<file path="config.mk">
export PLATFORM = sky130hd
export DESIGN_NAME = blake_finalize
export DESIGN_NICKNAME = d
export VERILOG_FILES = /design/src/blake_types_pkg.sv /design/src/blake_const_pkg.sv /design/src/blake_finalize.sv
export SDC_FILE = /design/constraint.sdc
export NUM_CORES = 1
export LEC_CHECK = 0
export ABC_AREA = 0
export BUFFER_PORTS_ARGS = -buffer_cell sky130_fd_sc_hd__buf_2
export CORE_AREA = 2 2 598 600
export DETAILED_ROUTE_END_ITERATION = 8
export DIE_AREA = 0 0 600 602
export HOLD_SLACK_MARGIN = 0.06
export PLACE_DENSITY_LB_ADDON = 0.3
export SKIP_CTS_REPAIR_TIMING = 1
export SYNTH_ARGS = -nofsm -noshare
export SYNTH_HDL_FRONTEND = slang
export SYNTH_SLANG_ARGS = --single-unit
</file>
<file path="constraint.sdc">
create_clock -name clk -period 4.95 [get_ports clk]
set_input_delay 0.495 -clock clk [delete_from_list [all_inputs] [get_ports clk]]
set_output_delay 0.495 -clock clk [all_outputs]
set_load 0.03 [all_outputs]
</file>
<file path="src/blake_types_pkg.sv">
// widths, vector types and pipeline timing shared by every BLAKE-512 design file

package blake_types_pkg;

	localparam int WORD_W   = 64;
	localparam int HALF_W   = 32;
	localparam int HEADER_W = 608;
	localparam int BLOCK_W  = 1024;
	localparam int STATE_W  = 1024;
	localparam int DIGEST_W = 512;

	// one BLAKE-512 word
	typedef logic [WORD_W-1:0]   word_t;
	// nonce width
	typedef logic [HALF_W-1:0]   half_t;
	// header data field, without the nonce
	typedef logic [HEADER_W-1:0] header_t;
	// sixteen message words, word 0 in the top bits
	typedef logic [BLOCK_W-1:0]  block_t;
	// working state v0..v15, v0 in the top bits
	typedef logic [STATE_W-1:0]  state_t;
	// h0 in the top bits
	typedef logic [DIGEST_W-1:0] digest_t;

	localparam int NUM_ROUNDS   = 16;
	localparam int ROUND_CYCLES = 4;

	// init register, then the rounds; the digest register closes the count
	localparam int PIPE_LATENCY = 1 + NUM_ROUNDS * ROUND_CYCLES + 0;

	// fill counter must reach PIPE_LATENCY
	localparam int FILL_W = $clog2(PIPE_LATENCY + 1);

	typedef logic [FILL_W-1:0] fill_t;

	// word idx of a 1024-bit vector, word 0 at the top
	// blocks have the same layout, so this serves both
	function automatic word_t get_word(input state_t v, input int idx);
		return v[STATE_W-1-WORD_W*idx -: WORD_W];
	endfunction

endpackage

</file>
<file path="src/blake_const_pkg.sv">
// BLAKE-512 constant tables: IV, pi constants, sigma, rotations and padding

package blake_const_pkg;

	import blake_types_pkg::*;

	// chain value, same as the SHA-512 IV
	localparam word_t BLAKE_IV [8] = '{
		64'h6A09E667F3BCC908, 64'hBB67AE8584CAA73B,
		64'h3C6EF372FE94F82B, 64'hA54FF53A5F1D36F1,
		64'h510E527FADE682D1, 64'h9B05688C2B3E6C1F,
		64'h1F83D9ABFB41BD6B, 64'h5BE0CD19137E2179
	};

	// leading digits of pi
	localparam word_t BLAKE_C [16] = '{
		64'h243F6A8885A308D3, 64'h13198A2E03707344,
		64'hA4093822299F31D0, 64'h082EFA98EC4E6C89,
		64'h452821E638D01377, 64'hBE5466CF34E90C6C,
		64'hC0AC29B7C97C50DD, 64'h3F84D5B5B5470917,
		64'h9216D5D98979FB1B, 64'hD1310BA698DFB5AC,
		64'h2FFD72DBD01ADFB7, 64'hB8E1AFED6A267E96,
		64'hBA7C9045F12C7F99, 64'h24A19947B3916CF7,
		64'h0801F2E2858EFC16, 64'h636920D871574E69
	};

	// message permutation, round r uses row r mod 10
	localparam logic [3:0] SIGMA [10][16] = '{
		'{ 0,  1,  2,  3,  4,  5,  6,  7,  8,  9, 10, 11, 12, 13, 14, 15},
		'{14, 10,  4,  8,  9, 15, 13,  6,  1, 12,  0,  2, 11,  7,  5,  3},
		'{11,  8, 12,  0,  5,  2, 15, 13, 10, 14,  3,  6,  7,  1,  9,  4},
		'{ 7,  9,  3,  1, 13, 12, 11, 14,  2,  6,  5, 10,  4,  0, 15,  8},
		'{ 9,  0,  5,  7,  2,  4, 10, 15, 14,  1, 11, 12,  6,  8,  3, 13},
		'{ 2, 12,  6, 10,  0, 11,  8,  3,  4, 13,  7,  5, 15, 14,  1,  9},
		'{12,  5,  1, 15, 14, 13,  4, 10,  0,  7,  6,  3,  9,  2,  8, 11},
		'{13, 11,  7, 14, 12,  1,  3,  9,  5,  0, 15,  4,  8,  6,  2, 10},
		'{ 6, 15, 14,  9, 11,  3,  0,  8, 12,  2, 13,  7,  1,  4, 10,  5},
		'{10,  2,  8,  4,  7,  6,  1,  5, 15, 11,  9, 14,  3, 12, 13,  0}
	};

	// right-rotate amounts of G
	localparam int ROT_R1 = 32;
	localparam int ROT_R2 = 25;
	localparam int ROT_R3 = 16;
	localparam int ROT_R4 = 11;

	// 80-byte header is 640 bits
	localparam word_t MSG_BITS = 64'd640;

	// words 10..15: pad bit, zeros, final-block marker, 128-bit length
	localparam logic [383:0] PAD_TAIL = {
		64'h8000000000000000,
		64'h0000000000000000,
		64'h0000000000000000,
		64'h0000000000000001,
		64'h0000000000000000,
		MSG_BITS
	};

endpackage

</file>
<file path="src/blake_finalize.sv">
// feed-forward digest register and fill counter behind hash_valid at the end of the pipeline

`timescale 1ns/1ps
`default_nettype none

module blake_finalize
	import blake_types_pkg::*;
	import blake_const_pkg::*;
(
	input  wire         clk,
	input  wire         rst,
	input  wire state_t st,
	output digest_t     hash,
	output logic        hash_valid
);

	fill_t fill_cnt;

	// h_i = iv_i ^ v_i ^ v_(i+8) of a single unsalted block
	always_ff @(posedge clk) begin
		for (int i = 0; i < 8; i++) begin
			hash[DIGEST_W-1-WORD_W*i -: WORD_W] <=
				BLAKE_IV[i] ^ get_word(st, i) ^ get_word(st, i + 8);
		end
	end

	// counts edges since reset and stops once the pipe is full
	always_ff @(posedge clk) begin
		if (rst) begin
			fill_cnt <= '0;
		end else if (fill_cnt != fill_t'(PIPE_LATENCY)) begin
			fill_cnt <= fill_cnt + fill_t'(1);
		end
	end

	assign hash_valid = (fill_cnt == fill_t'(PIPE_LATENCY));

endmodule

`default_nettype wire

</file>
==> Yosys cells after proc, flatten, opt, wreduce, memory -nomap -nowiden <==
Cells that the tools add are included.
{ "word_totals": {"register_bits": 519, "latch_bits": 0, "ram_bits": 0, "mem_bits_ro": 0, "input_bits": 1026, "output_inout_bits": 513, "elab_cells": 21, "n_memories": 0} }
{ "classes": {"n_addsub": 1, "multipliers": 0, "div_mod_pow": 0, "order_cmp": 0, "eq_ne": 2, "n_shift": 0, "muxes": 0, "bitwise_logic": 16, "reduce_logical": 0} }
{ "ops": {"columns": ["operator", "n"], "rows": [
  ["$xor 64x64->64", 8],
  ["$not 38->38", 3],
  ["$not 32->32", 3],
  ["$not 35->35", 1],
  ["$not 31->31", 1],
  ["$add 7x1->7 const B", 1],
  ["$eq 7x7->1 const B", 1],
  ["$ne 7x7->1 const B", 1]
]} }

==> Depth between registers and ports, before layout <==
Gate-level depths: netlist of the first run.
{ "logic_depth": {"ltp_word": 2, "depth_mapped": 4, "mapped_depth_nobuf": 4} }

==> Least setup slack after synthesis of the first run <==
OpenSTA, ideal clock, no wires.
{ "synth_path": {"path_type": "reg-to-output", "start": "register fill_cnt[2]", "end": "output hash_valid", "arrival_ps": 1365, "t_required_ps": 4455, "setup_slack_ps": 3090, "path_stages_with_launch": 3, "n_path_buf": 0, "cell_sequence": "dfxtp_1 > or4b_4 > nor3b_4"} }
{ "synth_between": {"elab_chain_len": 1} }
{ "synth_lines": {"columns": ["element", "line", "text"], "rows": [
  ["from (decl)", "blake_finalize.sv:17", "fill_t fill_cnt;"],
  ["from (signal assigned)", "blake_finalize.sv:32", "fill_cnt <= fill_cnt + fill_t'(1);"],
  ["$eq 7x7->1", "blake_finalize.sv:36", "assign hash_valid = (fill_cnt == fill_t'(PIPE_LATENCY));"],
  ["to (decl)", "blake_finalize.sv:14", "output logic hash_valid"]
]} }
No other way between the ends.

==> Final worst setup path of the first run <==
Same ends and word-level chain as after synthesis.

==> results of run 1 <==
==> logic make-up (layout without fill, tap and decap cells) <==
family | after synthesis | after routing | share of synthesized area
flip-flops | 519 | 519 | 0.6884
XOR/XNOR | 515 | 515 | 0.2988
AND/OR/NAND/NOR | 19 | 19 | 0.007627
adder cells (fa/ha/maj) | 2 | 2 | 0.001658
AO/OA/AOI/OAI | 2 | 2 | 0.0009945
multiplexers | 2 | 2 | 0.001990
buffers and inverters | 2 | 2695 | 0.0004969
other | 0 | 109 | 0
==> worst paths after layout <==
| kind | slack [ps] | cells after the start | to | startpoint |
|---|---|---|---|---|
| setup / recovery | 2100 | 3 | hash_valid | fill_cnt[2] |
| hold / removal | 100 | 2 | hash[281] | st[793] |
| setup reg to reg | 3200 | 3 | fill_cnt[0] | fill_cnt[2] |
| hold reg to reg | 500 | 2 | fill_cnt[6] | fill_cnt[6] |
==> stage by stage <==
step                power [W]  setup slack [ps]  utilization
finish                0.01466              2096       0.1183
global route          0.01533              1952       0.1178
CTS                   0.01414              1971      0.08925
detailed placement   0.007788              2873      0.08173
global placement     0.007808              2860      0.08173
floorplan            0.006035              3090            -
==> placed cells by master, fill, tap and decap left out, drive strengths merged <==
master          n
clkinvlp        5
nor3            3
or4b            1
nor2            5
inv             9
mux2            2
bufinv          3
xnor2         277
dlygate4sd3  1001
nor4            2
clkbuf        112
o21bai          2
nand2           2
diode         109
clkinv         15
nand3           2
xor2          238
nor2b           1
buf          1550
nand2b          2
dfxtp         519
nor3b           1
ha              2
==> power breakdown <==
group          switching [W]  internal (W)
combinational        0.00208       0.00159
clock                0.00254       0.00352
sequential          0.000313       0.00463
total                0.00492       0.00974
==> worst max-delay path: cells and delay by family, from the launching register on <==
family                 cells  cell delay, ps
flip-flops                 1             350
AND/OR/NAND/NOR            2             950
buffers and inverters      1             280
==> registers in the layout, summed over array words and instances (netlist names) <==
register  count
hash        512
fill_cnt      7
==> cells in the mapped netlist <==
| master | instances |
|---|---|
| nor3b_4 | 1 |
| inv_1 | 1 |
| xnor2_1 | 277 |
| or4b_4 | 1 |
| nand3_1 | 2 |
| mux2_4 | 2 |
| nand2b_1 | 2 |
| nand2_1 | 2 |
| ha_1 | 2 |
| xor2_1 | 238 |
| nor3_1 | 3 |
| nor4_1 | 2 |
| nor2b_1 | 1 |
| clkbuf_1 | 1 |
| nor2_1 | 5 |
| dfxtp_1 | 519 |
| o21bai_1 | 2 |
==> per-layer routing <==
metal | GRT usage | wire (um) | up-vias
met5 | 0 | 1415 | -
met4 | 0.03243 | 10270 | 214
met3 | 0.07964 | 28370 | 818
met2 | 0.2275 | 119800 | 1541
met1 | 0.1290 | 89560 | 9271
li1 | - | - | 8691
==> layout make-up <==
| class | instances | share of cell area |
|---|---|---|
| diodes | 109 | 0.006500 |
| clock buffers | 112 | 0.05644 |
| clock inverters | 31 | 0.007156 |
| inverters | 1 | 0.00008945 |
| multi-input cells | 540 | 0.1162 |
| flip-flops and latches | 519 | 0.2476 |
| well taps | 4751 | 0.1417 |
| repair buffers | 2551 | 0.4244 |
==> impl_metrics.ini, run 1 <==
[sta]
finClkSkew_ps = 0.9044
holdWs_ps = 96.72
max_clock_freq_mhz = 350.4
tightest_slew_ps = 814.1
relSlewSlack = 0.4573
finalCritPeriodShare = 0.5765
tns_ps = 0
min_period_ps = 2854
finalSetupViolations = 0
finalMaxSlewViolations = 0
hold_viol = 0
rsz0062_at_grt = no

[placed_design]
postPlaceCellArea_mm2 = 0.02900
dp_cells = 7361
dpl.hpwl_mm = 227.7
gp_congestion = 0.9727
io_buffers = 1538

[critical_path]
cpMaxStageDelayCell = or4b_4
crit_path_end_kind = output pin
arrival_ps = 2360
crit_chain = or4b_4 -> nor3b_4 -> buf_2
path_max_fanout = 6
critical_path_class = flip-flop to output pin
critPathLaunchType = flip-flop
worstPathRequired_ps = 4450
slowest_delay_ps = 560

[clock_network]
numCtsBuffers = 84
clock-sinks = 519
cts-root-buf = clkbuf_16
clock_path_buffers = 4
clock_latency_ps = 780
cts.reportedPaths.clkPinSlew_ps = 60
htree_levels = 3
cts_tree = done

[logic_synthesis]
synth_top_area_cell = dfxtp_1
yosysWarnings = 0
syn_nets = 2089
synth_top_area_share = 0.6884
synthTopCellsByArea = dfxtp_1 (69%), xnor2_1 (16%), xor2_1 (14%)
yosysUniqueCellTypes = 17
syn_area_per_cell_um2 = 14.23
synth_area_mm2 = 0.01509
synth-seq-cells = 519
synthCells = 1061
ys_seq_area_frac = 0.6884

[finish]
nFillCells = 40820
layout.nets = 4725
drive_above_1_share = 0.4550
synthToLayoutAreaGrowth_pct = 178.0
stdcell_count = 8614
multi_input_area_mm2 = 0.004876
fin_area_mm2 = 0.04196
seqCellArea_mm2 = 0.01039

[drt]
via_count = 20540
drtIter0Drc = 1056
dr.pass1.iters = 4
viasPerCell = 2.384
drtAntennaViolNets = 0
wire_per_inst_um = 28.96
route.detailed.drc = 0
wirelength_mm = 249.4

[grt]
grt_start_max_net_pins = 13
track_usage = 0.1302
grt_pass1_wl_mm = 274.2
antenna_found_initial = 408
grt_pass1_vias = 15750
gr-total-overflow = 0

[die]
core_area_mm2 = 0.3548
row_count = 219
initial_core_util = 0.04253
die_h_um = 602
die_area_mm2 = 0.3612
chipWidth_um = 600
pin_count = 1539

[run]
maxCapViolations = 0

[outcome]
status = completed

[pwr]
power.density_mw_per_mm2 = 349.4
p_leak_nw = 17.73
ir_drop_mv = 0.2466

[hold_path]
worstHoldPathType = input port to flip-flop
No activity file was read; power rests on OpenSTA's default activity.
==> run 2, diff against run 1 <==
--- a/config.mk
+++ b/config.mk
@@ -7,9 +7,9 @@
 export LEC_CHECK = 0
 export ABC_AREA = 0
 export BUFFER_PORTS_ARGS = -buffer_cell sky130_fd_sc_hd__buf_2
-export CORE_AREA = 2 2 598 600
+export CORE_AREA = 2 2 605 607
 export DETAILED_ROUTE_END_ITERATION = 8
-export DIE_AREA = 0 0 600 602
+export DIE_AREA = 0 0 607 609
 export HOLD_SLACK_MARGIN = 0.06
 export PLACE_DENSITY_LB_ADDON = 0.3
 export SKIP_CTS_REPAIR_TIMING = 1
==> constraint.sdc (replaced) <==
create_clock -name clk -period 2.9 [get_ports clk]
set_input_delay 0.29 -clock clk [delete_from_list [all_inputs] [get_ports clk]]
set_output_delay 0.29 -clock clk [all_outputs]
set_load 0.03 [all_outputs]
==> impl_metrics.ini, run 2 (synthesized netlist as in run 1, its figures left out) <==
[sta]
finalCritPeriodShare = 0.9009
tightest_slew_ps = 923.8
finalSetupViolations = 0
min_period_ps = 2613
finClkSkew_ps = 9.176
relSlewSlack = 0.3841
tns_ps = 0
hold_viol = 0
rsz0062_at_grt = no
finalMaxSlewViolations = 0
max_clock_freq_mhz = 382.7
layout_setup_ws_ps = 287.3

[die]
die_area_mm2 = 0.3697
die_h_um = 609
pin_count = 1539
core_area_mm2 = 0.3639
chipWidth_um = 607
row_count = 222
initial_core_util = 0.04148

[finish]
largest_reg_flops = 512
final_common_cell = buf_2
largest_register = hash
final_cell_mix = buf_2 (1538), dlygate4sd3_1 (1025), dfxtp_1 (519)
synthToLayoutAreaGrowth_pct = 181.2
drive_above_1_share = 0.4544
reg_top3 = hash x512, fill_cnt x7
layout.nets = 4748

[grt]
track_usage = 0.1271
grt_pass1_vias = 16020
grt_pass1_wl_mm = 275.3
antenna_found_initial = 436
gr-total-overflow = 0
grt_start_max_net_pins = 13

[placed_design]
io_buffers = 1538
gp_congestion = 0.9407
place_worst_setup_slack_ps = 1064
dpl.hpwl_mm = 227.9

[critical_path]
arrival_ps = 2320
r2r_cells = 3
r2r_setup_slack_ps = 1190
r2r-start = fill_cnt[2]
crit_start = fill_cnt[2]
critical_path_class = flip-flop to output pin
critPathLaunchType = flip-flop
worstPathRequired_ps = 2610
path_max_fanout = 6
crit_path_end_kind = output pin
reg2reg_to = fill_cnt[0]
critPathCapture = hash_valid

[clock_network]
cts-root-buf = clkbuf_16
clock_latency_ps = 770
htree_levels = 3
numCtsBuffers = 83
cts_tree = done
clock-sinks = 519
clock_path_buffers = 4
cts.reportedPaths.clkPinSlew_ps = 60

[drt]
drtIter0Drc = 1231
wirelength_mm = 249.5
drtAntennaViolNets = 0
dr.pass1.iters = 5
route.detailed.drc = 0
via_count = 21130
wire_per_inst_um = 28.62
viasPerCell = 2.424

[run]
maxCapViolations = 0

[hold_path]
holdPathStages = 3
worstHoldPathType = input port to flip-flop

[pwr]
power.density_mw_per_mm2 = 592.2
ir_drop_mv = 0.3652
p_leak_nw = 17.86

[outcome]
status = completed
## run 2: report_power, final
part | switching, W | internal [W]
clock network | 0.00427 | 0.00622
registers | 0.000535 | 0.00790
logic | 0.00344 | 0.00276
total | 0.00825 | 0.0169
## run 2: per-layer routing
layer | share of wire | wire [um] | global-route usage
met5 | 0.0060 | 1503 | 0
met1 | 0.35 | 87060 | 0.1243
met4 | 0.042 | 10410 | 0.03610
met3 | 0.12 | 29720 | 0.07808
met2 | 0.48 | 120800 | 0.2219
## run 2: worst min path at each step
stage            start        end  slack [ps]
6_report         st[0]    hash[0]         220
5_1_grt        st[792]  hash[280]         160
4_1_cts        st[849]  hash[337]        -460
3_5_place_dp   st[751]  hash[239]         480
3_3_place_gp   st[496]  hash[496]         480
2_1_floorplan    st[0]    hash[0]         380
## run 2: critical path, stage by stage, from the launching register on
cell	delay, ps
dfxtp_1	350
or4b_4	570
nor3b_4	350
buf_2	280
## run 2: layout make-up
cell class,instances,area (um2)
antenna,127,317.8
clock buffer,99,2197
clock inverter,40,523.0
fill,41870,321400
inverter,1,3.754
multi-input combinational,540,4936
sequential,519,10390
tap,4816,6026
timing repair buffer,2575,18050
## run 2: metrics by stage
step                      total power (W)  hold slack, ps  cells  utilization  cell area, um2
after detailed placement          0.01318           479.0   7426      0.08009           29140
after global routing              0.02628           155.1   8663       0.1163           42310
after global placement            0.01321           476.6   7426      0.08009           29140
final                             0.02513           218.6   8717       0.1166           42440
after floorplan                   0.01030           377.7   1061            -           15090
after CTS                         0.02412          -458.3   7565      0.08757           31860
